**src/design/mem_subsys_pkg.sv**
```systemverilog
/* memory subsystem package
   widths, RAM geometry and the shared enums */
package mem_subsys_pkg;

  localparam int XLEN = 64;
  localparam int ILEN = 32;
  localparam int RIDX_W = 5;

  // 4 KiB of 64-bit words, indexed by addr[11:3]
  localparam int RAM_WORDS = 512;
  localparam int RAM_AW = 9;

  // loads first, then stores; range checks rely on this order
  typedef enum logic [3:0] {
    OP_NONE,
    OP_LB,
    OP_LBU,
    OP_LH,
    OP_LHU,
    OP_LW,
    OP_LWU,
    OP_LD,
    OP_SB,
    OP_SH,
    OP_SW,
    OP_SD
  } mem_op_e;

  typedef enum logic [1:0] {
    IDLE,
    ACCESS,
    HOLD
  } stage_state_e;

  typedef enum logic [1:0] {
    OWN_NONE,
    OWN_DATA,
    OWN_FETCH
  } arb_owner_e;

endpackage
```
**src/design/mem_access.sv**
```systemverilog
/* data-side bus requester
   holds one sized access on the bus until the RAM acknowledges it */
`timescale 1ns/1ns

module mem_access (
  input  logic                            clk,
  input  logic                            rst,
  input  logic                            i_start,
  input  logic [mem_subsys_pkg::XLEN-1:0] i_addr,
  input  logic                            i_we,
  input  logic [7:0]                      i_be,
  input  logic [mem_subsys_pkg::XLEN-1:0] i_wdata,
  output logic                            o_done,
  output logic [mem_subsys_pkg::XLEN-1:0] o_rdata,
  output logic                            o_bus_req,
  output logic [mem_subsys_pkg::XLEN-1:0] o_bus_addr,
  output logic                            o_bus_we,
  output logic [7:0]                      o_bus_be,
  output logic [mem_subsys_pkg::XLEN-1:0] o_bus_wdata,
  input  logic                            i_bus_ack,
  input  logic [mem_subsys_pkg::XLEN-1:0] i_bus_rdata
);

  logic [mem_subsys_pkg::XLEN-1:0] rdata_q;

  // done in the ack cycle so the stage can finish on the same edge
  assign o_done  = o_bus_req & i_bus_ack;
  assign o_rdata = o_done ? i_bus_rdata : rdata_q;

  always_ff @(posedge clk) begin
    if (rst) begin
      o_bus_req <= 1'b0;
    end else if (i_start) begin
      o_bus_req <= 1'b1;
    end else if (i_bus_ack) begin
      o_bus_req <= 1'b0;
    end
  end

  always_ff @(posedge clk) begin
    if (i_start) begin
      o_bus_addr  <= i_addr;
      o_bus_we    <= i_we;
      o_bus_be    <= i_be;
      o_bus_wdata <= i_wdata;
    end
    if (o_done) begin
      rdata_q <= i_bus_rdata;
    end
  end

  a_no_overlap : assert property (@(posedge clk) disable iff (rst)
    i_start |-> !o_bus_req);

endmodule

```
**config.mk**
```make
export PLATFORM = sky130hd
export DESIGN_NAME = mem_access
export DESIGN_NICKNAME = d
export VERILOG_FILES = /design/src/design/mem_subsys_pkg.sv /design/src/design/mem_access.sv
export SDC_FILE = /design/constraint.sdc
export NUM_CORES = 1
export LEC_CHECK = 0
export BUFFER_PORTS_ARGS = -buffer_cell sky130_fd_sc_hd__clkbuf_2
export CAP_MARGIN = 20
export CORE_AREA = 4 4 157 159
export DETAILED_ROUTE_END_ITERATION = 6
export DIE_AREA = 0 0 161 163
export REMOVE_ABC_BUFFERS = 1
export SLEW_MARGIN = 20
export SYNTH_ARGS = -nofsm -noshare
export SYNTH_HDL_FRONTEND = slang
export SYNTH_SLANG_ARGS = --single-unit
export TNS_END_PERCENT = 5
```
**constraint.sdc**
```tcl
create_clock -name clk -period 1.5 [get_ports clk]
set_clock_uncertainty 0.05 [all_clocks]
set_input_delay 0.075 -clock clk [delete_from_list [all_inputs] [get_ports clk]]
set_output_delay 0.075 -clock clk [all_outputs]
set_load 0.02 [all_outputs]
```
== Word-level counts from Yosys, hierarchy flattened ==
Index checks and enable logic that the tools add are counted.

* Word-level logic and storage cells: 11
* Register bits after elaboration: 202

* Reductions and logical operators: 1
* Bitwise logic cells: 1
* Muxes and demuxes: 3

{| class="wikitable"
|+ Operator list
! cell !! number
|-
| $mux 64 || 1
|-
| $mux 1 || 2
|-
| $reduce_bool 2->1 || 1
|-
| $and 1x1->1 || 1
|}

== Logic depth before layout (Yosys ltp) ==
* Depth in word-level cells: 2
* Depth in mapped cells: 4

== Worst setup path after synthesis ==
Ideal clock, no wire load.

* Path kind: reg-to-reg
* Start point: register o_bus_req
* End point: register rdata_q[14] (netlist name)
* Period minus slack after synthesis: 1,368 ps
* Setup time: 136 ps
* Stages on the path, launching flop included: 5
* Setup slack: 132 ps
* Data arrival time: 1,182 ps
* Buffers on the path: 2
* Cell sequence: dfxtp_1 nand2_1 buf_6 buf_6 mux2_4

* Longest elaborated chain between the ends: 2

{| class="wikitable"
|+ Ends and longest elaborated chain
! item !! line !! RTL
|-
| from (decl) || mem_access.sv:15 || <nowiki>output logic o_bus_req,</nowiki>
|-
| from (signal assigned) || mem_access.sv:32 || <nowiki>o_bus_req <= 1'b0;</nowiki>
|-
| from (signal assigned) || mem_access.sv:34 || <nowiki>o_bus_req <= 1'b1;</nowiki>
|-
| from (signal assigned) || mem_access.sv:36 || <nowiki>o_bus_req <= 1'b0;</nowiki>
|-
| $and 1x1->1 || mem_access.sv:27 || <nowiki>assign o_done = o_bus_req & i_bus_ack;</nowiki>
|-
| $mux 64 || -- ||
|-
| via o_rdata (one bit) || mem_access.sv:14 || <nowiki>output logic [mem_subsys_pkg::XLEN-1:0] o_rdata,</nowiki>
|-
| to (signal assigned) || mem_access.sv:48 || <nowiki>rdata_q <= i_bus_rdata;</nowiki>
|-
| to (decl) || mem_access.sv:24 || <nowiki>logic [mem_subsys_pkg::XLEN-1:0] rdata_q;</nowiki>
|}

The timed path passes the listed nets, and every way through them passes these cells.
A chain may end at the register's enable or synchronous reset.

== Worst setup path after layout ==
* Start point: register o_bus_req
* End point: output o_rdata[54] (netlist name)

* Longest elaborated chain between the ends: 2

{| class="wikitable"
|+ Ends and longest elaborated chain
! item !! line
|-
| $and 1x1->1 || mem_access.sv:27
|-
| $mux 64 || --
|-
| to (decl) || mem_access.sv:14
|}

Every way passes these cells.

==> results.toml <==
[worst_setup_path]
cp.arrival_ps = 1730
r2r_cells = 4
start_kind = "register"
required_ps = 1370
path_max_fanout = 5
r2r_slack_ps = 220
worst-setup-path-type = "reg2out"
end_kind = "output port"

[drt]
drt_iter0_markers = 223
wirelength_um = 23300
firstDrtPassIters = 4
num_vias = 5139
postRouteAntennaNets = 0
vias_per_cell = 4.07
avgRoutedWirePerCell_um = 18.4
drc = 0

[floorplan]
io-pin-count = 408
start_util_pct = 27.6
coreArea_um2 = 23300
row_count = 56
die_w_um = 161
die-area_um2 = 26200
die_y_um = 163

[logic_synthesis]
async_flop_share_pct = 0
yosysMostFrequentCell = "edfxtp_1"
synth-seq-cells = 202
netlist_top_cells_area = "edfxtp_1 64%, dfxtp_1 20%, mux2_4 11%, mux2_2 2.6%, buf_6 1.1%"
yosys-top-cells-count = "137 x edfxtp_1, 65 x dfxtp_1, 49 x mux2_4"
synth_flop_cell = "edfxtp_1"
ys_types = 10
synth_largest_area_cell = "edfxtp_1"
synth-edff-count = 137
yosysTopAreaCellShare_pct = 64.1
seq_area_frac_synth_pct = 84.4
ys.warnings.count = 0
synth_area_um2 = 6410
netlist_instances = 278
avgSynthCellArea_um2 = 23.1

[finish]
antennaDiodeCount = 0
fin_util_pct = 52.8
syn2layout_area_growth_pct = 91.6
num-nets-final = 1133
drive_above_1_share_pct = 56.0
fin_cells = 1263
fill_cells = 1892

[power_and_ir_drop]
p_total_w = 0.0158
leakage_nw = 5.66
p_per_area_nw_per_um2 = 1280
peakVddDrop_uv = 930

[run_status]
violations = "setup timing"
status = "complete, but fails checks"

[timing]
finalCritPeriodShare_pct = 124
worstMarginPinSlew_ps = 275
fin_crit_ps = 1860
drv_slew = 0
finalHoldViolations = 0
setup_viol = 65
relSlewSlack_pct = 81.8
rsz0062_at_grt = "yes"
setup_slack_ps = -358
fmax_ghz = 0.538

[clock_network]
clkLatencyLatePin_ps = 500
htreeDepth = 1
clkTransAtPathRegs_ps = 60
clk_path_buf_depth = 3
clock-root-buffer = "clkbuf_16"
cts_tree = "done"
cts_sinks = 202
numCtsBuffers = 22

[grt]
grt_overflow_total = 0
grt_first_pass_wirelength_um = 33700
antenna_found_initial = 0
grt_max_degree = 32
grt_pass1_vias = 5680
grtUsageTotal_pct = 16.7

[placed_design]
hpwl_um = 14300
numPortBuffers = 407
dp_cells = 1008
gp_routability_congestion = 0.762
preCtsSetupSlack_ps = 102

[min_path]
hold_class = "in2reg"
hold_depth = 2

[job]
maxCapViolCount = 0
[metal layers]
metal	vias up	share of wire (%)	GRT usage [%]
met5	-	0	0
met4	0	3.2	6.48
met3	44	9.6	5.90
met2	297	50	29.7
met1	2435	37	18.4
li1	2363	-	-
[cell type report]
cell class                 instances  area, um2  area share (%)
multi-input combinational         67        972            7.91
timing repair buffer             633       4780            38.9
inverter                           2       7.51          0.0611
tap                              319        399            3.25
sequential                       202       5420            44.1
clock buffer                      28        594            4.84
clock inverter                    12        121           0.988
[flip-flops by register name, indices dropped and copies added, names as in the netlist]
signal / cells
rdata_q: 64
o_bus_wdata: 64
o_bus_we: 1
o_bus_be: 8
o_bus_req: 1
o_bus_addr: 64
[timing repair]
action | 4_1_cts | 5_1_grt
gates cloned | 3 | 0
resized for setup | 71 | 82
pin swaps | 1 | 1
buffers inserted | 10 | 0
hold buffers | 203 | 1
endpoints found under the hold margin | 225 | 1
setup endpoints to repair | 65 | 65
[stage by stage]
stage / area (um2) / hold WS (ps) / setup TNS [ps]
floorplan: 6340 / 94.1 / -200470
global placement: 8950 / 197 / 0
detailed placement: 8950 / 204 / 0
CTS: 12200 / -239 / -22840
finish: 12300 / 23.3 / -19740
global route: 12300 / 2.96 / -23050
[final timing paths]
check,startpoint,end
max,o_bus_req,o_rdata[54]
min,i_start,o_bus_addr[7]
max reg2reg,o_bus_req,o_bus_req
min reg2reg,rdata_q[50],rdata_q[50]
[placed cells by master (no fill, tap or decap), types with 5 or more instances in the layout]
cell type      instances
buf_4                  8
clkbuf_2             360
clkbuf_1               5
dlygate4sd3_1        203
buf_6                 17
edfxtp_1             137
buf_12                10
buf_2                  7
clkbuf_16             23
mux2_4                61
dfxtp_1               64
buf_8                 25
[cells by family after synthesis]
group / Yosys count / synth area share [%]
buffers and inverters: 9 / 1.25
DFF: 202 / 84.4
AOI/OAI and AO/OA: 1 / 0.0779
and+or+nand+nor: 2 / 0.156
muxes: 64 / 14.1
[power by group]
| group | switching [W] | internal [W] | total (W) | leakage (nW) |
|---|---|---|---|---|
| logic | 0.00176 | 0.00182 | 0.00358 | 3.44 |
| registers | 0.000205 | 0.00664 | 0.00684 | 1.89 |
| clock network | 0.00221 | 0.00316 | 0.00537 | 0.335 |
| total | 0.00417 | 0.0116 | 0.0158 | 5.66 |
[critical path: stages, from the launching register on]
cell and delay, ps:
dfxtp_2 340, nand2_4 90, buf_6 130, buf_6 110, buf_6 110, mux2_4 310
buf_8 130
Note: power is estimated with default switching activity, not from simulation.
