[src/design/mem_subsys_pkg.sv]
/* memory subsystem package
   widths, RAM geometry and the shared enums */
package mem_subsys_pkg;

  localparam int XLEN = 64;
  localparam int ILEN = 32;
  localparam int RIDX_W = 5;

  // 4 KiB of 64-bit words, indexed by addr[11:3]
  localparam int RAM_WORDS = 512;
  localparam int RAM_AW = 9;

  // loads first, then stores; range checks rely on this order
  typedef enum logic [3:0] {
    OP_NONE,
    OP_LB,
    OP_LBU,
    OP_LH,
    OP_LHU,
    OP_LW,
    OP_LWU,
    OP_LD,
    OP_SB,
    OP_SH,
    OP_SW,
    OP_SD
  } mem_op_e;

  typedef enum logic [1:0] {
    IDLE,
    ACCESS,
    HOLD
  } stage_state_e;

  typedef enum logic [1:0] {
    OWN_NONE,
    OWN_DATA,
    OWN_FETCH
  } arb_owner_e;

endpackage
[src/design/mem_arbiter.sv]
/* fixed-priority RAM arbiter
   data port wins, a grant is held until the RAM ack */
`timescale 1ns/1ns

module mem_arbiter (
  input  logic                            clk,
  input  logic                            rst,
  input  logic                            i_d_req,
  input  logic [mem_subsys_pkg::XLEN-1:0] i_d_addr,
  input  logic                            i_d_we,
  input  logic [7:0]                      i_d_be,
  input  logic [mem_subsys_pkg::XLEN-1:0] i_d_wdata,
  output logic                            o_d_ack,
  output logic [mem_subsys_pkg::XLEN-1:0] o_d_rdata,
  input  logic                            i_f_req,
  input  logic [mem_subsys_pkg::XLEN-1:0] i_f_addr,
  output logic                            o_f_ack,
  output logic [mem_subsys_pkg::XLEN-1:0] o_f_rdata,
  output logic                            o_ram_req,
  output logic [mem_subsys_pkg::XLEN-1:0] o_ram_addr,
  output logic                            o_ram_we,
  output logic [7:0]                      o_ram_be,
  output logic [mem_subsys_pkg::XLEN-1:0] o_ram_wdata,
  input  logic                            i_ram_ack,
  input  logic [mem_subsys_pkg::XLEN-1:0] i_ram_rdata
);

  mem_subsys_pkg::arb_owner_e owner;
  mem_subsys_pkg::arb_owner_e grant;

  // a free RAM is granted in the same cycle as the request
  always_comb begin
    if (owner != mem_subsys_pkg::OWN_NONE) grant = owner;
    else if (i_d_req)                      grant = mem_subsys_pkg::OWN_DATA;
    else if (i_f_req)                      grant = mem_subsys_pkg::OWN_FETCH;
    else                                   grant = mem_subsys_pkg::OWN_NONE;
  end

  always_ff @(posedge clk) begin
    if (rst || i_ram_ack) owner <= mem_subsys_pkg::OWN_NONE;
    else                  owner <= grant;
  end

  assign o_ram_req   = (grant != mem_subsys_pkg::OWN_NONE);
  assign o_ram_addr  = (grant == mem_subsys_pkg::OWN_FETCH) ? i_f_addr : i_d_addr;
  assign o_ram_we    = (grant == mem_subsys_pkg::OWN_DATA) & i_d_we;
  assign o_ram_be    = i_d_be;
  assign o_ram_wdata = i_d_wdata;

  assign o_d_ack   = i_ram_ack & (owner == mem_subsys_pkg::OWN_DATA);
  assign o_f_ack   = i_ram_ack & (owner == mem_subsys_pkg::OWN_FETCH);
  assign o_d_rdata = (owner == mem_subsys_pkg::OWN_DATA) ? i_ram_rdata : '0;
  assign o_f_rdata = (owner == mem_subsys_pkg::OWN_FETCH) ? i_ram_rdata : '0;

  // an ack with no owner would reach neither port
  a_ack_owner : assert property (@(posedge clk) disable iff (rst)
    i_ram_ack |-> owner != mem_subsys_pkg::OWN_NONE);

endmodule

[config.mk]
export PLATFORM = sky130hd
export DESIGN_NAME = mem_arbiter
export DESIGN_NICKNAME = d
export VERILOG_FILES = /design/src/design/mem_subsys_pkg.sv /design/src/design/mem_arbiter.sv
export SDC_FILE = /design/constraint.sdc
export NUM_CORES = 1
export LEC_CHECK = 0
export ABC_AREA = 0
export BUFFER_PORTS_ARGS = -buffer_cell sky130_fd_sc_hd__clkbuf_2
export CAP_MARGIN = 5
export CELL_PAD_IN_SITES_DETAIL_PLACEMENT = 1
export CELL_PAD_IN_SITES_GLOBAL_PLACEMENT = 1
export CORE_AREA = 2 2 207 209
export CTS_BUF_LIST = sky130_fd_sc_hd__clkbuf_4 sky130_fd_sc_hd__clkbuf_8 sky130_fd_sc_hd__clkbuf_16
export DETAILED_ROUTE_END_ITERATION = 10
export DIE_AREA = 0 0 209 211
export HOLD_SLACK_MARGIN = 0.03
export PLACE_DENSITY = 0.44
export SLEW_MARGIN = 20
export SYNTH_ARGS = -nofsm -noshare
export SYNTH_HDL_FRONTEND = slang
export SYNTH_SLANG_ARGS = --single-unit
[constraint.sdc]
create_clock -name clk -period 3.15 [get_ports clk]
set_clock_uncertainty 0.15 [all_clocks]
set_input_delay 0.63 -clock clk [delete_from_list [all_inputs] [get_ports clk]]
set_output_delay 0.63 -clock clk [all_outputs]
set_load 0.02 [all_outputs]
### Word level (Yosys, flattened, before mapping)

Cells that the tools add are included.

* output and inout bits: 268
* word-level logic and storage cells: 17
* register bits after elaboration: 2

* bitwise gates (word level): 3
* eq/ne operators: 4
* reductions and logical operators: 3
* multiplexer cells: 6

Operators by type and width (number)
* 64-bit two-way mux: 3
* 2-bit two-way mux: 3
* 2-bit by 1-bit == test with 1-bit output (second input constant): 2
* 2-bit == test (second input constant): 2
* 2-bit nonzero test: 2
* 1-bit AND: 3
* 1-bit logical OR: 1

### Depth between registers and ports, before layout

* depth after elaboration: 5
* gate-level depth with buffers: 5
* depth with buffers taken out: 3

### Least setup slack after synthesis

OpenSTA, ideal clock, no wires.

* path type: in2out
* from: input i_d_req
* to: output o_ram_addr[13] (netlist bit)
* stages on the path: 4
* data required time: 2.370 ns
* buffers on the path: 1
* data arrival time: 1.646 ns
* setup slack: 0.724 ns
* cells stage by stage: nand2b_4 -> a21oi_4 -> buf_6 -> mux2_2

* word-level cells in the longest chain between the ends: 4

RTL lines
* start, declared: line mem_arbiter.sv:8 `input logic i_d_req,`
* 2-bit two-way mux: line mem_arbiter.sv:34 `else if (i_d_req) grant = mem_subsys_pkg::OWN_DATA;`
* 2-bit two-way mux: line mem_arbiter.sv:33 `if (owner != mem_subsys_pkg::OWN_NONE) grant = owner;`
* 2-bit == test: line mem_arbiter.sv:45 `assign o_ram_addr = (grant == mem_subsys_pkg::OWN_FETCH) ? i_f_addr : i_d_addr;`
* 64-bit two-way mux: line mem_arbiter.sv:45
* end, declared: line mem_arbiter.sv:20 `output logic [mem_subsys_pkg::XLEN-1:0] o_ram_addr,`

No other way between the ends.

### Final worst setup path

* from: input i_d_req
* to: output o_ram_addr[51] (netlist bit)

Same word-level chain as after synthesis.

==> results.md <==
* Logic gate share of total power at 0.740
* DRT iter0 DRCs at 28
* Status: completed
* Area growth syn-to-layout at 90.93%
* Flop pwr share at 0.034
* WS Path Type: in -> out
* Gpl congestion at 0.6809
* H-tree lvl count at 1
* First-pass GRT wire length at 21,710 um
* Leak at 2.472 nW
* Worst VDD drop at 0.1226 mV
* Met3 Resource Use GR at 0.03583
* Die Area at 0.04410 sq mm
* Post_cts resized at 0
* Hold path depth at 2
* Hold Vio Cnt, Final at 0
* RSZ-0062 raised after global routing: no
* Most frequent cells in the layout: clkbuf_2 (393), and2_1 (130), mux2_2 (54), mux2_4 (10), buf_12 (4)
* Starting Density at 0.05648
* Crit path capture type: output pin
* Max-slew violation count at 0
* Fin util at 0.1078
* Worst-margin pin slew at 305.4 ps
* Minimum clock period at 2703 ps
* Port bufs at 393
* Max Buffers Root-to-Sink at 2
* IO Pins at 538
* Fmax at 369.9 MHz
* Sw Share at 0.4433
* Via Count at 3,323
* Final critical-path setup slack at 446.8 ps
* Aggregate routed wire length at 16,570 um
* Worst Path Required at 2370 ps
* Switching power at 371.4 uW
* Max_cap viols at 0
* Vias per cell at 2.892
* Vias in the first global route at 3,411
* CP Max Fanout at 36
* Mean Syn Cell Area at 7.836 sq um
* Setup_tns at 0 ps
* Antenna violations before repair at 1
* Cell variety after synth at 17
* CTS tree: built
* Post-Syn Area at 0.002359 sq mm
* Syn_nets at 571
* Chip Height at 211 um
* Clk_lat worst skew at 220 ps
* Largest net degree at the start of global routing at 63
* Most common cell after layout, fill and taps aside: clkbuf_2
* Die width at 209 um
* Row Count at 75
* Top Usage Layer GRT: met2
* Largest Register: owner
* Largest register FFs at 2
* ANT nets after route at 0
* Pre-CTS setup slack at 444.6 ps
* #FFs+latches synth at 2
* Cell Pwr Density at 186.0 mW/mm^2
* Clock sink count at 2
* Cells after Synth at 301
* Fraction of layout cells with a size suffix above 1 at 0.7701
* Core area at 0.04176 sq mm
* Reg2reg path depth at 3
* Inserted Clock Buffers at 3
* Final setup violation count at 0
* Drt drc at 0
* Hold WC Path Type: reg -> reg
* CP startpoint kind: primary input
* Setup bufs post-CTS at 0
* Grt ovf at 0
* Clock root buffer: clkbuf_16
* Final nets at 881
* Clk network pwr share at 0.226
* Critical Path AT at 1920 ps
* Placed Instances at 1,145
* DP Wirelength at 14,940 um
* Post-DR wirelength/cell at 14.42 um
* Seq/Total Area, Yosys at 0.01698
* Met1 GRT Util at 0.05598
* Fin crit share at 0.8581
* Total GRT Usage at 0.06888
* Max_slew headroom at 0.7960
* 1st-pass router iterations at 4
* Met2 global-route usage at 0.1408
* Final Non-Filler Cells at 1,149
* Clock Pin Slew Worst Setup and Hold Paths at 30 ps
* Biggest regs: owner x2
* Yosys warning total at 0
* Post-CTS Hold Buffers at 0
* Int Power at 466.3 uW
kinds of logic after synthesis:
| kind of cell | synth area share |
|---|---|
| AND/OR/NAND/NOR | 0.3676 |
| buffers and inverters | 0.2828 |
| multiplexers | 0.3215 |
| AO/OA/AOI/OAI | 0.01114 |
| flip-flops | 0.01698 |
power groups by stage:
stage / sequential [mW] / clock (mW) / combinational (mW)
CTS: 0.0287 / 0.194 / 0.637
floorplan: 0.0283 / 0 / 0.474
finish: 0.0286 / 0.189 / 0.620
detailed placement: 0.0289 / 0 / 0.635
global route: 0.0288 / 0.195 / 0.666
global placement: 0.0290 / 0 / 0.633
layout make-up:
cell class	count	area (sq um)
inverter	1	3.754
antenna	1	2.502
sequential	2	40.04
multi-input combinational	206	1660
fill	5161	37260
tap	539	674.4
clock buffer	3	75.07
timing repair buffer	397	2047
through the flow:
| stage | hold slack, ps | power (mW) | instance area (sq um) |
|---|---|---|---|
| finish | 453.3 | 0.8378 | 4503 |
| global route | 506.9 | 0.8903 | 4501 |
| CTS | 459.2 | 0.8601 | 4501 |
| detailed placement | 444.5 | 0.6635 | 4425 |
| global placement | 442.8 | 0.6624 | 4425 |
| floorplan | 373.9 | 0.5022 | 2359 |
layer usage:
layer	vias up	wire, um
met3	20	2184
li1	1506	-
met4	2	415
met2	346	8949
met5	-	13
met1	1449	5008
synthesized netlist by cell type, drive strengths merged:
cell type  number  area share
a21oi           3       0.011
and2b           1      0.0032
mux2           64        0.32
clkbuf         14       0.023
nor2            3      0.0048
nor3            2      0.0042
buf            78        0.26
inv             1      0.0016
and2          130        0.34
nand2b          1      0.0058
dfxtp           2       0.017
nor3b           1      0.0032
nand2           1      0.0016
critical path, cell delays in order:
cell	delay [ps]
clkbuf_2	110
nand2b_4	150
a21oi_4	210
buf_12	250
mux2_2	380
clkbuf_2	160
final timing paths:
path	startpoint	end	slack, ps
setup / recovery	i_d_req	o_ram_addr[51]	450
setup reg to reg	owner[0]	owner[1]	2060
hold reg to reg	owner[1]	owner[1]	450
hold / removal	owner[1]	owner[1]	450
Note: power is estimated with default switching activity, not from simulation.
