$ cat config.mk
export PLATFORM = sky130hd
export DESIGN_NAME = mem_stage
export DESIGN_NICKNAME = d
export VERILOG_FILES = /design/src/design/mem_subsys_pkg.sv /design/src/design/mem_stage.sv
export SDC_FILE = /design/constraint.sdc
export NUM_CORES = 1
export LEC_CHECK = 0
export BUFFER_PORTS_ARGS = -buffer_cell sky130_fd_sc_hd__buf_2
export CAP_MARGIN = 5
export CORE_AREA = 3 3 286 288
export DETAILED_ROUTE_END_ITERATION = 16
export DIE_AREA = 0 0 289 291
export PLACE_DENSITY_LB_ADDON = 0.3
export SLEW_MARGIN = 40
export SYNTH_ARGS = -nofsm -noshare
export SYNTH_HDL_FRONTEND = slang
export SYNTH_SLANG_ARGS = --single-unit
export TNS_END_PERCENT = 5
$ cat constraint.sdc
create_clock -name clk -period 7 [get_ports clk]
set_input_delay 0.35 -clock clk [delete_from_list [all_inputs] [get_ports clk]]
set_output_delay 0.35 -clock clk [all_outputs]
set_load 0.03 [all_outputs]
$ cat src/design/mem_subsys_pkg.sv
/* memory subsystem package
   widths, RAM geometry and the shared enums */
package mem_subsys_pkg;

  localparam int XLEN = 64;
  localparam int ILEN = 32;
  localparam int RIDX_W = 5;

  // 4 KiB of 64-bit words, indexed by addr[11:3]
  localparam int RAM_WORDS = 512;
  localparam int RAM_AW = 9;

  // loads first, then stores; range checks rely on this order
  typedef enum logic [3:0] {
    OP_NONE,
    OP_LB,
    OP_LBU,
    OP_LH,
    OP_LHU,
    OP_LW,
    OP_LWU,
    OP_LD,
    OP_SB,
    OP_SH,
    OP_SW,
    OP_SD
  } mem_op_e;

  typedef enum logic [1:0] {
    IDLE,
    ACCESS,
    HOLD
  } stage_state_e;

  typedef enum logic [1:0] {
    OWN_NONE,
    OWN_DATA,
    OWN_FETCH
  } arb_owner_e;

endpackage
$ cat src/design/mem_stage.sv
/* memory stage: captures an executed instruction, issues its sized access
   and hands the extended result on to writeback */
`timescale 1ns/1ns

module mem_stage (
  input  logic                                clk,
  input  logic                                rst,
  input  logic                                i_executed_req,
  output logic                                o_executed_ack,
  input  mem_subsys_pkg::mem_op_e             i_op,
  input  logic [mem_subsys_pkg::XLEN-1:0]     i_pc,
  input  logic [mem_subsys_pkg::ILEN-1:0]     i_inst,
  input  logic [mem_subsys_pkg::XLEN-1:0]     i_op1,
  input  logic [mem_subsys_pkg::XLEN-1:0]     i_op2,
  input  logic [mem_subsys_pkg::XLEN-1:0]     i_op3,
  input  logic [mem_subsys_pkg::RIDX_W-1:0]   i_rd,
  input  logic                                i_rd_wen,
  input  logic [mem_subsys_pkg::XLEN-1:0]     i_rd_wdata,
  output logic                                o_memoryed_req,
  input  logic                                i_memoryed_ack,
  output logic [mem_subsys_pkg::XLEN-1:0]     o_pc,
  output logic [mem_subsys_pkg::ILEN-1:0]     o_inst,
  output logic [mem_subsys_pkg::RIDX_W-1:0]   o_rd,
  output logic                                o_rd_wen,
  output logic [mem_subsys_pkg::XLEN-1:0]     o_rd_wdata,
  output logic                                o_acc_start,
  output logic [mem_subsys_pkg::XLEN-1:0]     o_acc_addr,
  output logic                                o_acc_we,
  output logic [7:0]                          o_acc_be,
  output logic [mem_subsys_pkg::XLEN-1:0]     o_acc_wdata,
  input  logic                                i_acc_done,
  input  logic [mem_subsys_pkg::XLEN-1:0]     i_acc_rdata
);

  localparam int XL = mem_subsys_pkg::XLEN;

  mem_subsys_pkg::stage_state_e state;
  mem_subsys_pkg::mem_op_e      op_q;

  logic          exec_hs;
  logic          is_load;
  logic          is_store;
  logic [1:0]    size;
  logic [7:0]    be_base;
  logic [XL-1:0] eff_addr;
  logic [XL-1:0] lane;
  logic [XL-1:0] load_val;

  assign exec_hs = i_executed_req & o_executed_ack;
  assign o_executed_ack = (state == mem_subsys_pkg::IDLE);
  assign o_memoryed_req = (state == mem_subsys_pkg::HOLD);

  assign eff_addr = i_op1 + i_op3;
  assign is_load  = i_op inside {[mem_subsys_pkg::OP_LB:mem_subsys_pkg::OP_LD]};
  assign is_store = i_op inside {[mem_subsys_pkg::OP_SB:mem_subsys_pkg::OP_SD]};

  // log2 of the access size in bytes
  always_comb begin
    case (i_op)
      mem_subsys_pkg::OP_LH, mem_subsys_pkg::OP_LHU, mem_subsys_pkg::OP_SH: size = 2'd1;
      mem_subsys_pkg::OP_LW, mem_subsys_pkg::OP_LWU, mem_subsys_pkg::OP_SW: size = 2'd2;
      mem_subsys_pkg::OP_LD, mem_subsys_pkg::OP_SD: size = 2'd3;
      default: size = 2'd0;
    endcase
  end

  assign be_base = 8'hff >> (4'd8 - (4'd1 << size));

  // pull the addressed bytes down to lane 0, then extend
  always_comb begin
    lane = i_acc_rdata >> {o_acc_addr[2:0], 3'b000};
    case (op_q)
      mem_subsys_pkg::OP_LB:  load_val = {{(XL-8){lane[7]}}, lane[7:0]};
      mem_subsys_pkg::OP_LBU: load_val = {{(XL-8){1'b0}}, lane[7:0]};
      mem_subsys_pkg::OP_LH:  load_val = {{(XL-16){lane[15]}}, lane[15:0]};
      mem_subsys_pkg::OP_LHU: load_val = {{(XL-16){1'b0}}, lane[15:0]};
      mem_subsys_pkg::OP_LW:  load_val = {{(XL-32){lane[31]}}, lane[31:0]};
      mem_subsys_pkg::OP_LWU: load_val = {{(XL-32){1'b0}}, lane[31:0]};
      default:                load_val = lane;
    endcase
  end

  always_ff @(posedge clk) begin
    if (rst) begin
      state <= mem_subsys_pkg::IDLE;
      o_acc_start <= 1'b0;
    end else begin
      o_acc_start <= exec_hs & (is_load | is_store);
      case (state)
        mem_subsys_pkg::IDLE:
          if (exec_hs) begin
            state <= (is_load | is_store) ? mem_subsys_pkg::ACCESS : mem_subsys_pkg::HOLD;
          end
        mem_subsys_pkg::ACCESS:
          if (i_acc_done) begin
            state <= mem_subsys_pkg::HOLD;
          end
        default:
          if (i_memoryed_ack) begin
            state <= mem_subsys_pkg::IDLE;
          end
      endcase
    end
  end

  // payload capture
  always_ff @(posedge clk) begin
    if (exec_hs) begin
      op_q        <= i_op;
      o_pc        <= i_pc;
      o_inst      <= i_inst;
      o_rd        <= i_rd;
      o_rd_wen    <= i_rd_wen;
      o_rd_wdata  <= i_rd_wdata;
      o_acc_addr  <= eff_addr;
      o_acc_we    <= is_store;
      o_acc_be    <= be_base << eff_addr[2:0];
      o_acc_wdata <= i_op2 << {eff_addr[2:0], 3'b000};
    end else if (state == mem_subsys_pkg::ACCESS && i_acc_done && !o_acc_we) begin
      o_rd_wdata  <= load_val;
    end
  end

  a_aligned : assert property (@(posedge clk) disable iff (rst)
    exec_hs && (is_load || is_store) |-> (eff_addr[2:0] & ((3'd1 << size) - 3'd1)) == 3'd0);

endmodule

**Word level (Yosys, flattened, before mapping)**

Memories as Yosys holds them, arrays and structs flattened.
Cells that the tools add are included.

- Add/subtract/negate cells: 2
- Magnitude comparators: 4
- Equality and inequality tests: 10
- Shift operators: 5
- Multiplexer cells: 8
- Bitwise gates (word level): 3
- Reductions and logical operators: 9

Operators with widths:

| cell | count |
|---|---|
| 64-bit one-hot mux with 6 select lines | 1 |
| 64-bit two-way mux | 2 |
| 64-bit adder | 1 |
| 64-bit by 6-bit << shifter with 64-bit output | 1 |
| 64-bit by 6-bit right shift with 64-bit output | 1 |
| 4-bit by 3-bit == test with 1-bit output (second input constant) | 3 |
| 4-bit by 2-bit == test with 1-bit output (second input constant) | 2 |
| 2-bit two-way mux | 4 |
| 8-bit by 3-bit << shifter with 8-bit output | 1 |
| 8-bit by 4-bit right shift with 8-bit output (first input constant) | 1 |
| 4-bit by 1-bit == test with 1-bit output (second input constant) | 1 |
| 4-bit by 1-bit greater-or-equal comparator with 1-bit output (second input constant) | 1 |
| 4-bit greater-or-equal comparator (second input constant) | 1 |
| 4-bit by 3-bit less-or-equal comparator with 1-bit output (second input constant) | 1 |
| 4-bit less-or-equal comparator (second input constant) | 1 |
| 1-bit logical AND | 4 |
| 2-bit one-hot mux with 2 select lines | 1 |
| 1-bit by 2-bit << shifter with 4-bit output (first input constant) | 1 |
| 4-bit subtractor (first input constant) | 1 |
| 3-bit AND reduction | 1 |
| 3-bit nonzero test | 1 |
| 1-bit AND | 2 |
| 2-bit by 1-bit == test with 1-bit output (second input constant) | 1 |
| 2-bit == test (second input constant) | 1 |
| 6 further kinds | 6 |

- Register bits after elaboration: 310
- ROM bits: 32
- Bits of input ports: 431
- Word-level logic and storage cells: 54
- Memories: 1

Memory list:

| memory | depth | bits a word | rd ports | clocked after memory_dff | write ports | RTL line | text |
|---|---|---|---|---|---|---|---|
| (no name shown) | 16 | 2 | 1 | 0 | 0 | mem_stage.sv:59 | `case (i_op)` |

**Longest topological paths before layout**

- Depth after elaboration: 6
- Mapped depth: 13
- Depth with buffers taken out: 13

**Worst setup path after synthesis**

Ideal clock, no wire load.

- Path kind: register -> register
- Start point: register state[1]
- End point: register o_rd_wdata[50] (netlist bit), data pin
- Setup time: 130 ps
- Arrival: 6855 ps
- Required time: 6870 ps
- Slack: 15 ps
- Stages on the path, launching flop included: 10
- Cells stage by stage: dfxtp_1 nor2_1 nand2_1 inv_1 a31o_1 clkbuf_1 a21oi_1 clkbuf_1 o21ai_0 o21a_1

- Longest elaborated chain between the ends: 3

RTL lines:

| item | RTL line | text |
|---|---|---|
| start: declaration | mem_stage.sv:37 | `mem_subsys_pkg::stage_state_e state;` |
| start signal: assignment | mem_stage.sv:85 | `state <= mem_subsys_pkg::IDLE;` |
| start signal: assignment | mem_stage.sv:92 | `state <= (is_load \| is_store) ? mem_subsys_pkg::ACCESS : mem_subsys_pkg::HOLD;` |
| start signal: assignment | mem_stage.sv:96 | `state <= mem_subsys_pkg::HOLD;` |
| 2-bit zero test | mem_stage.sv:50 | `assign o_executed_ack = (state == mem_subsys_pkg::IDLE);` |
| net o_executed_ack | mem_stage.sv:9 | `output logic o_executed_ack,` |
| 1-bit AND | mem_stage.sv:49 | `assign exec_hs = i_executed_req & o_executed_ack;` |
| net exec_hs | mem_stage.sv:40 | `logic exec_hs;` |
| 64-bit two-way mux | mem_stage.sv:108 | `if (exec_hs) begin` |
| end signal: assignment | mem_stage.sv:114 | `o_rd_wdata <= i_rd_wdata;` |
| end signal: assignment | mem_stage.sv:120 | `o_rd_wdata <= load_val;` |
| end: declaration | mem_stage.sv:25 | `output logic [mem_subsys_pkg::XLEN-1:0] o_rd_wdata,` |

The timed path passes the listed nets, and every way through them passes these cells.
A chain may end at the register's enable or synchronous reset.

**Final worst setup path**

- Start point: register o_acc_addr[0] (netlist bit)
- End point: register o_rd_wdata[51] (netlist bit), data pin

- Longest elaborated chain between the ends: 4

RTL lines:

| item | RTL line | text |
|---|---|---|
| start: declaration | mem_stage.sv:27 | `output logic [mem_subsys_pkg::XLEN-1:0] o_acc_addr,` |
| start signal: assignment | mem_stage.sv:115 | `o_acc_addr <= eff_addr;` |
| 64-bit by 6-bit right shift with 64-bit output | mem_stage.sv:71 | `lane = i_acc_rdata >> {o_acc_addr[2:0], 3'b000};` |
| 64-bit one-hot mux with 6 select lines | mem_stage.sv:72 | `case (op_q)` |
| 64-bit two-way mux | mem_stage.sv:119 | `end else if (state == mem_subsys_pkg::ACCESS && i_acc_done && !o_acc_we) begin` |
| 64-bit two-way mux | mem_stage.sv:108 |  |

No other way between the ends. The select of a mux whose other input is x is not followed.

==> flow_metrics.tcl <==
set metrics [dict create \
    synthCells 1572 \
    combPwrFrac_pct 31.7 \
    pre_cts_ws_ns 3.20 \
    io_buffers 736 \
    arrival_ns 3.77 \
    finalSetupViolations 0 \
    core_mm2 0.0791 \
    dp_hpwl_um 59200 \
    internal-power_mw 4.22 \
    synth_cell_types 70 \
    rr_startpoint "o_acc_addr[0]" \
    cts_made_buffers 40 \
    nNetsFinal 2871 \
    drive_above_1_share_pct 36.8 \
    min_period_ns 3.35 \
    insertion_delay_ns 0.55 \
    setup_tns_ns 0 \
    grt_pass1_vias 16900 \
    drcViolationCount 0 \
    worstPathRequired_ns 7.42 \
    via_count 16200 \
    viasPerCell 4.68 \
    ys_warn_count 0 \
    ios 737 \
    synth_area_per_cell_um2 11.1 \
    synth_seq_cells 310 \
    power_frac_seq_pct 37.7 \
    holdWs_ns 0.0492 \
    final_util_pct 31.1 \
    avgRoutedWirePerCell_um 21.5 \
    fp-row-count 103 \
    crit_end "o_rd_wdata[51]" \
    hold_viol 0 \
    clkSinkCount 310 \
    fin_skew_ns 0.0169 \
    switchingPower_mw 2.30 \
    reg2reg_to "o_rd_wdata[51]" \
    synth_ff_type "edfxtp_1" \
    rr_worst_depth 11 \
    switching_share_pct 35.2 \
    crit_start "o_acc_addr[0]" \
    cp-start-kind "flop" \
    cts_setup_buffers 0 \
    ff2ff_setup_slack_ns 3.65 \
    die-area_mm2 0.0841 \
    cts_htree_levels 2 \
    antenna_found_initial 17 \
    grt_max_degree 74 \
    max_slew_margin_pct 50.5 \
    post-route-cell-area_mm2 0.0246 \
    crit_path_max_fanout 30 \
    clockBufferDepth 3 \
    post_dp_cell_area_mm2 0.0224 \
    finalMaxSlewViolations 0 \
    path_class "flop to flop" \
    worst_ir_drop_vdd_mv 0.178 \
    synth-edff-count 307 \
    syn_area_mm2 0.0175 \
    max-cap-violations 0 \
    grt_pass1_wl_um 107000 \
    endpoint_kind "flop" \
    async_flop_share_pct 0 \
    timing.final.ws_setup_ns 3.65 \
    drtIter0Drc 824 \
    initial_utilization_pct 22.1 \
    pwr-share-clk_pct 30.6 \
    cts_resized 0 \
    p_leak_nw 10.4 \
    fin_crit_sh_pct 47.9 \
    clkTransAtPathRegs_ns 0.06 \
    syn-num-nets 2070 \
    place_congestion 0.901 \
    rsz0062_at_grt "false" \
    area_growth_pct 40.6 \
    postCtsHoldBufs 94 \
    clk_root_buffer_cell "clkbuf_16" \
    status "finished, final reports clean" \
    synth-seq-area-share_pct 53.0 \
    die_height_um 291 \
    gr-usage-all-layers_pct 16.8 \
    tightest_slew_ns 0.742 \
    hp-class "input pin to flop" \
    ant_nets 0 \
    cts_tree "yes" \
    p_per_area_mw_per_mm2 265 \
    die_x_um 289 \
    routed_wl_um 74400 \
    grt-ovfl-total 0 \
    dp_cells 3282 \
    instances_no_fill 3459 \
    total_power_mw 6.52 \
    fmax_mhz 298 \
    first_pass_iters 5 \
]
-- synth_stat cells, drive strengths merged, types with 11 or more instances --
cell type  count  share of area [%]
a211oi        19               0.81
buf           24               0.58
o21ai         86                2.5
o22ai         18               0.64
a21o          32                1.4
mux4          23                3.0
o21a          20               0.86
o21bai        16               0.69
edfxtp       307                 53
ha            66                4.7
and2          11               0.39
nand2        139                3.0
nor2         160                3.4
mux2          20                1.3
nand2b        14               0.50
a21oi        167                4.8
o31ai         12               0.59
nand4         17               0.61
mux2i         99                5.7
xor2          23                1.2
xnor2         39                2.0
nor2b         12               0.43
inv           30               0.64
nor3          20               0.60
clkbuf        72                1.5
nand3         30               0.89
o211ai        14               0.63
-- cells by family after synthesis --
logic type,after synthesis,share of synthesized area [%]
AOI/OAI and AO/OA,440,15.7
and+or+nand+nor,425,10.8
DFF,310,53.0
muxes,142,9.90
buffers and inverters,126,2.76
adders and majority gates,67,4.83
xor gates and xnor gates,62,3.10
-- layout make-up --
cell class,count,area (um^2)
fillers,8216,54500
flip-flops and latches,310,9280
multi-input cells,1136,7820
repair buffers,855,4850
well taps,1050,1310
clock buffers,49,1060
clock inverters,20,168
inverters,30,120
diodes,9,22.5
-- layer usage --
| metal | wire length [um] | GRT usage (%) | vias to the layer above |
|---|---|---|---|
| li1 | - | - | 7539 |
| met1 | 27400 | 18.5 | 7765 |
| met2 | 37400 | 30.2 | 743 |
| met3 | 7080 | 5.42 | 133 |
| met4 | 2480 | 5.78 | 14 |
| met5 | 104 | 0 | - |
-- worst min path at each step --
stage	start	to	slack, ns	cells past startpoint
final	i_inst[25]	o_inst[25]	0.05	1
after global routing	i_inst[25]	o_inst[25]	0.002	1
after CTS	i_inst[25]	o_inst[25]	0.0002	1
after detailed placement	i_pc[29]	o_pc[29]	0.53	1
after global placement	i_pc[63]	o_pc[63]	0.53	1
after floorplan	rst	o_acc_start	0.44	1
-- flip-flops by register name, indices dropped and copies added (netlist names) --
signal and cells:
o_acc_wdata 64, o_pc 64, o_acc_start 1, o_rd_wen 1
o_rd 5, state 2, o_acc_we 1, o_rd_wdata 64
o_inst 32, o_acc_be 8, op_q 4, o_acc_addr 64
-- critical path, stage by stage (launching register included) --
cell      delay (ns)
edfxtp_1        0.66
nor2b_1         0.56
buf_4           0.26
nand2_1         0.07
o21ai_1         0.14
a21oi_1         0.13
mux2i_1         0.19
a31o_2          0.49
a21oi_2         0.08
buf_4           0.27
o21ai_0         0.19
o21a_1          0.17
-- placed cells by master (no fill, tap or decap), types with 23 or more instances in the layout --
cell type	instances
a21o_1	32
a21oi_1	165
buf_2	736
clkbuf_16	41
dlygate4sd3_1	97
edfxtp_1	307
ha_1	65
inv_1	27
mux2i_1	99
mux4_2	23
nand2_1	138
nand3_1	29
nor2_1	158
o21ai_0	65
xnor2_1	39
-- power by group through the flow --
stage	Combinational, mW	Sequential, mW	Clock, mW
2_1_floorplan	0.838	2.97	0
3_3_place_gp	2.01	2.50	0
3_5_place_dp	2.03	2.50	0
4_1_cts	2.07	2.47	2.07
5_1_grt	2.22	2.48	2.15
6_report	2.07	2.46	1.99
Power figures use the tool's default switching activity.
