$ cat src/design/mem_subsys_pkg.sv
/* memory subsystem package
   widths, RAM geometry and the shared enums */
package mem_subsys_pkg;

  localparam int XLEN = 64;
  localparam int ILEN = 32;
  localparam int RIDX_W = 5;

  // 4 KiB of 64-bit words, indexed by addr[11:3]
  localparam int RAM_WORDS = 512;
  localparam int RAM_AW = 9;

  // loads first, then stores; range checks rely on this order
  typedef enum logic [3:0] {
    OP_NONE,
    OP_LB,
    OP_LBU,
    OP_LH,
    OP_LHU,
    OP_LW,
    OP_LWU,
    OP_LD,
    OP_SB,
    OP_SH,
    OP_SW,
    OP_SD
  } mem_op_e;

  typedef enum logic [1:0] {
    IDLE,
    ACCESS,
    HOLD
  } stage_state_e;

  typedef enum logic [1:0] {
    OWN_NONE,
    OWN_DATA,
    OWN_FETCH
  } arb_owner_e;

endpackage
$ cat src/design/inst_fetch.sv
/* instruction fetch requester
   reads one 32-bit instruction from the shared RAM per strobe */
`timescale 1ns/1ns

module inst_fetch (
  input  logic                            clk,
  input  logic                            rst,
  input  logic                            i_fetch_req,
  input  logic [mem_subsys_pkg::XLEN-1:0] i_fetch_pc,
  output logic                            o_fetch_busy,
  output logic                            o_fetch_valid,
  output logic [mem_subsys_pkg::ILEN-1:0] o_fetch_inst,
  output logic                            o_bus_req,
  output logic [mem_subsys_pkg::XLEN-1:0] o_bus_addr,
  input  logic                            i_bus_ack,
  input  logic [mem_subsys_pkg::XLEN-1:0] i_bus_rdata
);

  assign o_fetch_busy = o_bus_req;

  always_ff @(posedge clk) begin
    if (rst) begin
      o_bus_req     <= 1'b0;
      o_fetch_valid <= 1'b0;
    end else begin
      o_fetch_valid <= o_bus_req & i_bus_ack;
      if (!o_bus_req && i_fetch_req) begin
        o_bus_req <= 1'b1;
      end else if (i_bus_ack) begin
        o_bus_req <= 1'b0;
      end
    end
  end

  // strobes while busy are dropped
  always_ff @(posedge clk) begin
    if (!o_bus_req && i_fetch_req) begin
      o_bus_addr <= i_fetch_pc;
    end
    if (o_bus_req && i_bus_ack) begin
      o_fetch_inst <= o_bus_addr[2] ? i_bus_rdata[63:32] : i_bus_rdata[31:0];
    end
  end

endmodule

$ cat config.mk
export PLATFORM = sky130hd
export DESIGN_NAME = inst_fetch
export DESIGN_NICKNAME = d
export VERILOG_FILES = /design/src/design/mem_subsys_pkg.sv /design/src/design/inst_fetch.sv
export SDC_FILE = /design/constraint.sdc
export NUM_CORES = 1
export LEC_CHECK = 0
export ABC_AREA = 1
export BUFFER_PORTS_ARGS = -buffer_cell sky130_fd_sc_hd__buf_2
export CORE_MARGIN = 8
export CORE_UTILIZATION = 42
export CTS_CLUSTER_DIAMETER = 60
export DETAILED_ROUTE_END_ITERATION = 8
export PLACE_DENSITY = 0.8
export SYNTH_ARGS = -nofsm -noshare
export SYNTH_HDL_FRONTEND = slang
export SYNTH_SLANG_ARGS = --single-unit
$ cat constraint.sdc
create_clock -name clk -period 4.9 [get_ports clk]
set_clock_uncertainty 0.05 [all_clocks]
set_input_delay 0.245 -clock clk [delete_from_list [all_inputs] [get_ports clk]]
set_output_delay 0.245 -clock clk [all_outputs]
set_load 0.02 [all_outputs]
After elaboration in Yosys (flattened, before gate mapping) --
Cells that the tools add are included.
Operators by class: multiplexer cells 3, bitwise logic cells 1, reduce and logical (&&, ||, !) cells 4
Operators by type and width (number):
- $mux 32 | 1
- $logic_and 1x1->1 | 2
- $mux 1 | 2
- $reduce_bool 2->1 | 1
- $and 1x1->1 | 1
- $logic_not 1->1 | 1
Word-level totals: bits in registers 98, input port bits 132, output and inout port bits 99, logic and storage cells 12

Depth between registers and ports, before layout --
Gate-level depths: netlist (run 1).
word-level depth 3, depth in mapped cells 4, depth with buffers taken out 3

Worst setup path before layout (run 1) --
OpenSTA, ideal clock, no wires.
kind register to register, start point register o_bus_req, end point register o_bus_addr[0] (netlist name), enable pin, library setup time 0.488 ns, data arrival time 3.114 ns, required time 4.362 ns, path slack 1.248 ns, cell stages (with the launch flop) 2, path buffers 0, period minus slack after synthesis 3.652 ns, path through dfxtp_1 nor2_1
Between the ends: longest elaborated chain between the ends 2
RTL lines:
- start: declaration | line inst_fetch.sv:13 | output logic o_bus_req,
- start signal: assignment | line inst_fetch.sv:23 | o_bus_req <= 1'b0;
- start signal: assignment | line inst_fetch.sv:28 | o_bus_req <= 1'b1;
- start signal: assignment | line inst_fetch.sv:30 | o_bus_req <= 1'b0;
- $logic_not 1->1 | line inst_fetch.sv:37 | if (!o_bus_req && i_fetch_req) begin
- $logic_and 1x1->1 | line inst_fetch.sv:37
- end signal: assignment | line inst_fetch.sv:38 | o_bus_addr <= i_fetch_pc;
- end: declaration | line inst_fetch.sv:14 | output logic [mem_subsys_pkg::XLEN-1:0] o_bus_addr,
Every way passes these cells. A chain may end at the register's enable or synchronous reset.

Worst setup path in the final report (run 1) --
start point register o_bus_addr[2] (netlist name), end point output port o_bus_addr[2] (netlist name)
No word-level cell between the ends.

==> impl_summary.txt, run 1 <==
----------------------------------------------------
[Yosys]
  Total nets after synthesis ... 343
  Flop and latch count out of synthesis ... 98
  Sequential cell area fraction in the yosys report ... 81.71%
  Post-synthesis cell type count ... 12
  Netlist area before placement ... 0.003577 sq mm
  Post-synthesis area per instance ... 16.95 sq um
  Warnings from Yosys ... 0
  Synthesized instance count ... 211

[Detailed routing]
  Number of vias per cell after detailed routing ... 4.591
  Via Count ... 2,713
  Final routed wirelength across all metal layers ... 11,190 um
  TritonRoute pass-1 iters ... 4
  Iteration-0 DRC count of the detailed router ... 120
  WL/cell ... 18.93 um
  Residual DRC ... 0
  Count of antenna-violating nets left after detailed routing ... 0

[Timing]
  Final-report hold violation count ... 0
  Total negative setup slack ... 0 ns
  Crit share post-route ... 38.16%
  Worst hold slack ... 0.01302 ns
  Worst-case headroom to the max-slew limit ... 46.34%
  Highest clock frequency the design can meet ... 534.8 MHz
  Unrepaired setup endpoints after global routing ... no
  Max-slew violation count ... 0
  Final critical-path required period ... 1.870 ns
  Worst Tran Pin Value ... 0.8049 ns
  Number of failing setup endpoints in the final timing report ... 0

[Power and ir drop]
  Post-layout power ... 1.717 mW
  P_leak ... 2.444 nW
  PD cells ... 323.5 mW/mm^2
  Worst supply voltage drop on vdd ... 141.4 uV

[Floorplanning]
  Overall die area ... 0.01173 sq mm
  Floorplan row count ... 33
  DIE WIDTH ... 108.3 um
  I/O pin count ... 231
  Initial core utilization ... 43.32%
  Standard cell core area ... 0.008258 sq mm
  Die Ht ... 108.3 um

[Run status]
  Run status ... finished, final reports clean

[Clock network]
  H-tree depth ... 3
  Post-cts sizing count ... 0
  Clock root buffer ... sky130_fd_sc_hd__clkbuf_8
  Max Root-Sink Buffers ... 2
  Count of buffers added by post-CTS timing repair for setup ... 0
  Total CTS buffers ... 9
  Clock latency of the later-clocked register in the worst-skew pair ... 0.34 ns
  CTS tree ... done
  CTS clk-pin slew, worst paths ... 0.11 ns
  Number of sinks driven by the clock tree ... 98

[Worst setup path]
  Critical-path cell list ... buf_4, buf_2
  Cell family contributing the most delay on the critical path ... buffers and inverters
  Type of origin of the critical path ... flip-flop
  CP Capture Type ... output port
  Type of the setup path with the least slack ... reg -> out
  Critical Path Slowest Stage Cell ... sky130_fd_sc_hd__buf_4
  Data required time of the critical path ... 4.61 ns
  R2R setup slack ... 3.34 ns
  Largest driver fanout on the critical path ... 65
  Buffers & Inverters on Critical Path ... 2
  Critical path's largest stage delay ... 0.59 ns
  Data arrival time at the worst-slack endpoint ... 1.57 ns

[Placed design]
  Number of buffers added on ports ... 230
  Detailed placement HPWL ... 8059 um
  Post-Place Cell Area ... 0.004783 sq mm
  RePlAce Congestion ... 0.7407

[Global routing]
  Initial antenna violation count ... 0
  Global-route wire length before repair ... 14,940 um
  Combined global-route utilization of all metal layers ... 16.90%
  Remaining global-route overflow ... 0
  Pin count of the biggest net entering global routing ... 66
  Vias in the first global route ... 2,682

[Final layout]
  Share of layout cells above drive strength 1 ... 57.61%
  Number of nets in the layout ... 613
  Cell area after layout ... 0.005309 sq mm
  Fillers ... 603
  Most common cell after layout, fill and taps aside ... sky130_fd_sc_hd__buf_2
  Highest-count cells in the layout ignoring fill and taps ... sky130_fd_sc_hd__buf_2, sky130_fd_sc_hd__edfxtp_1, sky130_fd_sc_hd__inv_1, sky130_fd_sc_hd__dlygate4sd3_1, sky130_fd_sc_hd__nand2_1
  Area growth from synthesis to layout ... 48.41%
  Number of inserted diodes ... 0

[Hold path]
  Type of the worst min-delay path ... in -> reg

[Job]
  Number of maximum-capacitance constraint violations ... 0

----------------------------------------------------
==> through the flow <==
step,worst slack [ns],instances,util (%)
2_1_floorplan,1.248,211,-
3_3_place_gp,3.365,541,57.92
3_5_place_dp,3.343,541,57.92
4_1_cts,2.945,572,61.98
5_1_grt,2.866,591,64.29
6_report,3.030,591,64.29
==> layer usage <==
layer	GRT usage [%]	routed length (um)
met1	17.02	3836
met2	30.30	6066
met3	7.258	1156
met4	6.354	128
met5	0	0
==> Yosys cell counts <==
cell type	n	area (sq um)
sky130_fd_sc_hd__edfxtp_1	96	2883
sky130_fd_sc_hd__inv_1	35	131.4
sky130_fd_sc_hd__nand2_1	32	120.1
sky130_fd_sc_hd__o21ai_2	29	254.0
sky130_fd_sc_hd__nor2_1	4	15.01
sky130_fd_sc_hd__buf_6	3	33.78
sky130_fd_sc_hd__buf_8	3	45.04
sky130_fd_sc_hd__o21ai_0	3	15.01
sky130_fd_sc_hd__dfxtp_1	2	40.04
sky130_fd_sc_hd__nand2_2	2	12.51
sky130_fd_sc_hd__buf_12	1	20.02
sky130_fd_sc_hd__buf_4	1	7.510
==> where the power goes <==
part / switching (mW) / total, mW / internal (mW)
Sequential: 0.0120 / 0.988 / 0.976
Clock: 0.289 / 0.482 / 0.194
Combinational: 0.146 / 0.247 / 0.100
Total: 0.447 / 1.72 / 1.27
==> flip-flops by register name, indices dropped and copies added, names as in the netlist <==
register,count
o_bus_addr,64
o_fetch_inst,32
o_bus_req,1
o_fetch_valid,1
==> what timing repair did <==
action / CTS / global route
hold buffers: 15 / 19
setup endpoints to repair: 0 / 0
endpoints found under the hold margin: 15 / 19
==> logic make-up after synthesis <==
family	synth area share, %
simple gates	4.127
flops	81.71
buf+inv	6.646
compound gates	7.520
==> cell type report <==
type / instances / area [sq um] / share of cell area (%)
sequential: 98 / 2923 / 55.06
inverter: 35 / 131.4 / 2.475
clock inverter: 7 / 61.31 / 1.155
timing repair buffer: 267 / 1514 / 28.52
clock buffer: 9 / 123.9 / 2.333
multi-input combinational: 70 / 424.2 / 7.990
tap: 105 / 131.4 / 2.475
==> worst reg2reg max path, cell delays in order, from the launching register on <==
cell and delay, ns:
sky130_fd_sc_hd__edfxtp_1 0.34, sky130_fd_sc_hd__buf_4 0.59, sky130_fd_sc_hd__o21ai_0 0.30
==> worst paths after layout <==
path / depth (start not counted) / start / end
worst max register to register: 2 / o_bus_addr[2]$_DFFE_PP_ / o_fetch_inst[30]$_DFFE_PP_
worst min register to register: 2 / o_bus_req$_SDFFE_PP0P_ / o_fetch_valid$_SDFF_PP0_
worst max-delay path: 2 / o_bus_addr[2]$_DFFE_PP_ / o_bus_addr[2]
worst min-delay path: 1 / i_fetch_pc[27] / o_bus_addr[27]$_DFFE_PP_
Note: power is estimated with default switching activity, not from simulation.
==> run 2, diff against run 1 <==
ABC_AREA = 0   (was 1)
CORE_UTILIZATION = 38   (was 42)
PLACE_DENSITY = 0.76   (was 0.8)
clock period = 1.5 ns   (was 4.9 ns; I/O delays follow)
==> run 2 against run 1 <==
Against the previous run: the run now fails in clock tree synthesis (4_1_cts); synthesized area is 1.9% lower; synthesized cell count is 34% lower.
==> impl_summary.txt, run 2 <==
----------------------------------------------------
[Run status]
  Run-stopping error ... [ERROR RSZ-0060] Max buffer count reached.
  Stop stage ... clock tree synthesis (4_1_cts)
  Run status ... stopped before the end

[Clock network]
  H-tree depth ... 3 (unchanged)
  Number of sinks driven by the clock tree ... 98 (unchanged)
  Count of buffers added by post-CTS timing repair for setup ... 0 (unchanged)
  Total CTS buffers ... 9 (unchanged)
  Post-CTS Hold Fix Bufs ... 101 (+86)
  Post-cts sizing count ... 0 (unchanged)
  Clock root buffer ... sky130_fd_sc_hd__clkbuf_8
  Max Root-Sink Buffers ... 2 (unchanged)

[Floorplanning]
  Die Ht ... 112.1 um (+3.5%)
  I/O pin count ... 231 (unchanged)
  Initial core utilization ... 38.53% (-4.8 points)
  DIE WIDTH ... 112.1 um (+3.5%)
  Floorplan row count ... 35 (+6.1%)

[Yosys]
  Post-synthesis area per instance ... 25.07 sq um (+48%)
  Total nets after synthesis ... 272 (-21%)
  Synthesized instance count ... 140 (-34%)
  Number of flops mapped to enable cells by yosys ... 96 (unchanged)
  Commonest cells in the netlist ... sky130_fd_sc_hd__edfxtp_1, sky130_fd_sc_hd__mux2_4, sky130_fd_sc_hd__buf_12, sky130_fd_sc_hd__nor2b_1
  Warnings from Yosys ... 0 (unchanged)
  Library cell with the highest instance count after synthesis ... sky130_fd_sc_hd__edfxtp_1
  Sequential cell area fraction in the yosys report ... 83.28% (+1.6 points)
  Post-synthesis cell type count ... 10 (-2)
  Leading cell types by total area after synthesis ... sky130_fd_sc_hd__edfxtp_1, sky130_fd_sc_hd__mux2_4, sky130_fd_sc_hd__buf_12, sky130_fd_sc_hd__dfxtp_1, sky130_fd_sc_hd__mux2_2
  Netlist area before placement ... 0.003510 sq mm (-1.9%)
  Cell accounting for the most synthesized area ... sky130_fd_sc_hd__edfxtp_1
  Flop and latch count out of synthesis ... 98 (unchanged)
  Post-synthesis async set-or-reset flop share ... 0% (unchanged)
  Share of the synthesized area in the top cell type ... 82.14% (+1.6 points)
  Flip-flop cell with the highest count after synthesis ... sky130_fd_sc_hd__edfxtp_1

[Placed design]
  RePlAce Congestion ... 0.8214 (+11%)
  Detailed placement HPWL ... 8377 um (+4.0%)
  # placed instances ... 480 (-11%)
  Number of buffers added on ports ... 230 (unchanged)

----------------------------------------------------
-- run 2: cell count changes after synthesis, sizes merged --
cell	delta
nand2	-34
buf	-3
nor2b	+3
o21ai	-32
inv	-35
mux2	+32
o21ba	+1
and2	+1
nor2	-4
-- run 2: logic make-up after synthesis --
logic type | share of synthesized area [%]
compound gates | 0.2852
buf+inv | 2.246
flops | 83.28
mux | 13.48
simple gates | 0.7132
-- run 2: per-stage QoR --
step	hold WS, ns	setup TNS (ns)	util, %	setup slack [ns]	cell area [sq um]
after floorplan	0.09661	-20.14	-	-0.3108	3522
after global placement	0.2026	0	52.71	0.2534	4801
after detailed placement	0.2033	0	52.71	0.2262	4801
==> run 3, diff against run 2 <==
CORE_UTILIZATION = 30   (was 38)
CTS_CLUSTER_DIAMETER = default   (was 60)
PLACE_DENSITY = default   (was 0.76)
PLACE_DENSITY_LB_ADDON = 0.15   (was default)
clock period = 1.95 ns   (was 1.5 ns; I/O delays follow)
==> run 3 against run 2 <==
Against the previous run: the flow now finishes without violations; synthesized cell count stayed put; synthesized area is the same.
==> impl_summary.txt, run 3 <==
----------------------------------------------------
[Final layout]
  Register with the most flip-flops ... o_bus_addr
  Highest-count cells in the layout ignoring fill and taps ... sky130_fd_sc_hd__buf_2, sky130_fd_sc_hd__edfxtp_1, sky130_fd_sc_hd__dlygate4sd3_1, sky130_fd_sc_hd__mux2_4, sky130_fd_sc_hd__clkbuf_16
  Biggest registers after layout ... o_bus_addr x64, o_fetch_inst x32
  Share of layout cells above drive strength 1 ... 62.75%
  Most common cell after layout, fill and taps aside ... sky130_fd_sc_hd__buf_2
  Number of nets in the layout ... 578
  Number of inserted diodes ... 0
  Area growth from synthesis to layout ... 64.88%
  Flip-flop count of the largest register after layout ... 64

[Worst setup path]
  Type of the setup path with the least slack ... reg -> out
  Cell family contributing the most delay on the critical path ... buffers and inverters
  Critical path's largest stage delay ... 0.35 ns
  Data arrival time at the worst-slack endpoint ... 1.26 ns
  Largest driver fanout on the critical path ... 21
  Buffers & Inverters on Critical Path ... 2
  Critical Path Slowest Stage Cell ... sky130_fd_sc_hd__edfxtp_1
  Type of origin of the critical path ... flip-flop
  Data required time of the critical path ... 1.80 ns
  Critical-path cell list ... buf_4, buf_2
  CP Capture Type ... output port

[Placed design]
  Detailed placement HPWL ... 7746 um (-7.5%)
  RePlAce Congestion ... 0.7268 (-12%)
  Number of buffers added on ports ... 230 (unchanged)

[Yosys]
  Sequential cell area fraction in the yosys report ... 83.28% (unchanged)
  Library cell with the highest instance count after synthesis ... sky130_fd_sc_hd__edfxtp_1
  Total nets after synthesis ... 272 (unchanged)
  Commonest cells in the netlist ... sky130_fd_sc_hd__edfxtp_1, sky130_fd_sc_hd__mux2_4, sky130_fd_sc_hd__buf_12, sky130_fd_sc_hd__nor2b_1
  Post-synthesis async set-or-reset flop share ... 0% (unchanged)
  Cell accounting for the most synthesized area ... sky130_fd_sc_hd__edfxtp_1
  Netlist area before placement ... 0.003510 sq mm (unchanged)
  Post-synthesis area per instance ... 25.07 sq um (unchanged)
  Flip-flop cell with the highest count after synthesis ... sky130_fd_sc_hd__edfxtp_1
  Post-synthesis cell type count ... 10 (unchanged)
  Synthesized instance count ... 140 (unchanged)
  Warnings from Yosys ... 0 (unchanged)
  Flop and latch count out of synthesis ... 98 (unchanged)
  Share of the synthesized area in the top cell type ... 82.14% (unchanged)
  Number of flops mapped to enable cells by yosys ... 96 (unchanged)
  Leading cell types by total area after synthesis ... sky130_fd_sc_hd__edfxtp_1, sky130_fd_sc_hd__mux2_4, sky130_fd_sc_hd__buf_12, sky130_fd_sc_hd__dfxtp_1, sky130_fd_sc_hd__mux2_2

[Timing]
  Final critical-path required period ... 1.406 ns
  Worst Tran Pin Value ... 0.4317 ns
  Crit share post-route ... 72.11%
  Max-slew violation count ... 0
  Worst-case headroom to the max-slew limit ... 71.22%
  Number of failing setup endpoints in the final timing report ... 0
  Final-report hold violation count ... 0
  Highest clock frequency the design can meet ... 711.2 MHz
  Unrepaired setup endpoints after global routing ... no
  Total negative setup slack ... 0 ns

[Detailed routing]
  WL/cell ... 17.23 um
  Count of antenna-violating nets left after detailed routing ... 0
  Iteration-0 DRC count of the detailed router ... 159
  Residual DRC ... 0
  Number of vias per cell after detailed routing ... 4.106
  TritonRoute pass-1 iters ... 4
  Via Count ... 2,439
  Final routed wirelength across all metal layers ... 10,230 um

[Global routing]
  Met3 layer usage reported by global route ... 4.805%
  Global-route wire length before repair ... 14,370 um
  Met2 track utilization from global routing ... 20.73%
  Combined global-route utilization of all metal layers ... 12.37%
  Most used routing layer in global routing ... met2
  Met1 Resource Use GR ... 14.11%
  Vias in the first global route ... 2,776
  Pin count of the biggest net entering global routing ... 55
  Remaining global-route overflow ... 0
  Initial antenna violation count ... 0

[Run status]
  Run status ... finished, final reports clean

[Job]
  Number of maximum-capacitance constraint violations ... 0

[Hold path]
  Type of the worst min-delay path ... in -> reg

[Power and ir drop]
  Post-layout power ... 5.008 mW
  P_leak ... 2.556 nW
  PD cells ... 865.4 mW/mm^2
  Worst supply voltage drop on vdd ... 546.6 uV

[Clock network]
  Total CTS buffers ... 9 (unchanged)
  CTS clk-pin slew, worst paths ... 0.07 ns
  Clock root buffer ... sky130_fd_sc_hd__clkbuf_16
  Post-cts sizing count ... 0 (unchanged)
  CTS tree ... done
  Number of sinks driven by the clock tree ... 98 (unchanged)
  Max Root-Sink Buffers ... 2 (unchanged)
  Clock latency of the later-clocked register in the worst-skew pair ... 0.32 ns
  H-tree depth ... 3 (unchanged)

[Floorplanning]
  Overall die area ... 0.01542 sq mm
  Initial core utilization ... 30.74% (-7.8 points)
  Floorplan row count ... 39 (+11%)
  I/O pin count ... 231 (unchanged)
  DIE WIDTH ... 124.2 um (+11%)
  Die Ht ... 124.2 um (+11%)
  Standard cell core area ... 0.01142 sq mm

----------------------------------------------------
[run 3: cell counts after synthesis]
No cell type changed its count.
[run 3: what timing repair did]
action	CTS	global route
hold buffers	65	0
hold endpoints to repair	66	0
setup buffers	0	0
[run 3: cells by family (layout without fill, tap and decap cells)]
group / after synthesis / in the layout / synth area share, %
flops: 98 / 98 / 83.28
mux: 32 / 32 / 13.48
buf+inv: 5 / 316 / 2.246
simple gates: 4 / 4 / 0.7132
compound gates: 1 / 1 / 0.2852
[run 3: power by group]
group,total (mW),switching (mW),internal [mW]
Clock,1.87,0.739,1.13
Sequential,2.48,0.0295,2.45
Combinational,0.662,0.323,0.339
[run 3: path summary, 6_finish.rpt]
kind | slack [ns] | startpoint | depth (start not counted) | endpoint
max | 0.54 | o_bus_addr[2]$_DFFE_PP_ | 2 | o_bus_addr[2]
min | 0.01 | i_bus_rdata[0] | 2 | o_fetch_inst[0]$_DFFE_PP_
max reg2reg | 0.57 | o_bus_addr[2]$_DFFE_PP_ | 2 | o_fetch_inst[28]$_DFFE_PP_
min reg2reg | 0.68 | o_bus_req$_SDFFE_PP0P_ | 2 | o_bus_req$_SDFFE_PP0P_
[run 3: layer usage]
| layer | share of wire [%] | wire, um |
|---|---|---|
| met2 | 47 | 4846 |
| met3 | 13 | 1306 |
| met1 | 39 | 3952 |
| met5 | 0 | 0 |
| met4 | 1.2 | 127 |
[run 3: metrics by stage]
step | setup WS (ns) | cell area [sq um] | util [%] | hold slack [ns] | std cells
after floorplan | 0.07225 | 3517 | - | 0.1191 | 140
after global placement | 0.5853 | 4818 | 42.20 | 0.2179 | 513
after detailed placement | 0.5732 | 4818 | 42.20 | 0.2255 | 513
after CTS | 0.5234 | 5787 | 50.68 | 0.0003215 | 594
after global routing | 0.4626 | 5787 | 50.68 | 0.0001925 | 594
final | 0.5438 | 5787 | 50.68 | 0.01317 | 594
[run 3: area by class of cell]
cell class	count	area (sq um)
fillers	960	5632
flip-flops and latches	98	2923
repair buffers	300	1852
multi-input cells	37	515.5
clock buffers	10	229.0
well taps	143	178.9
clock inverters	6	88.84
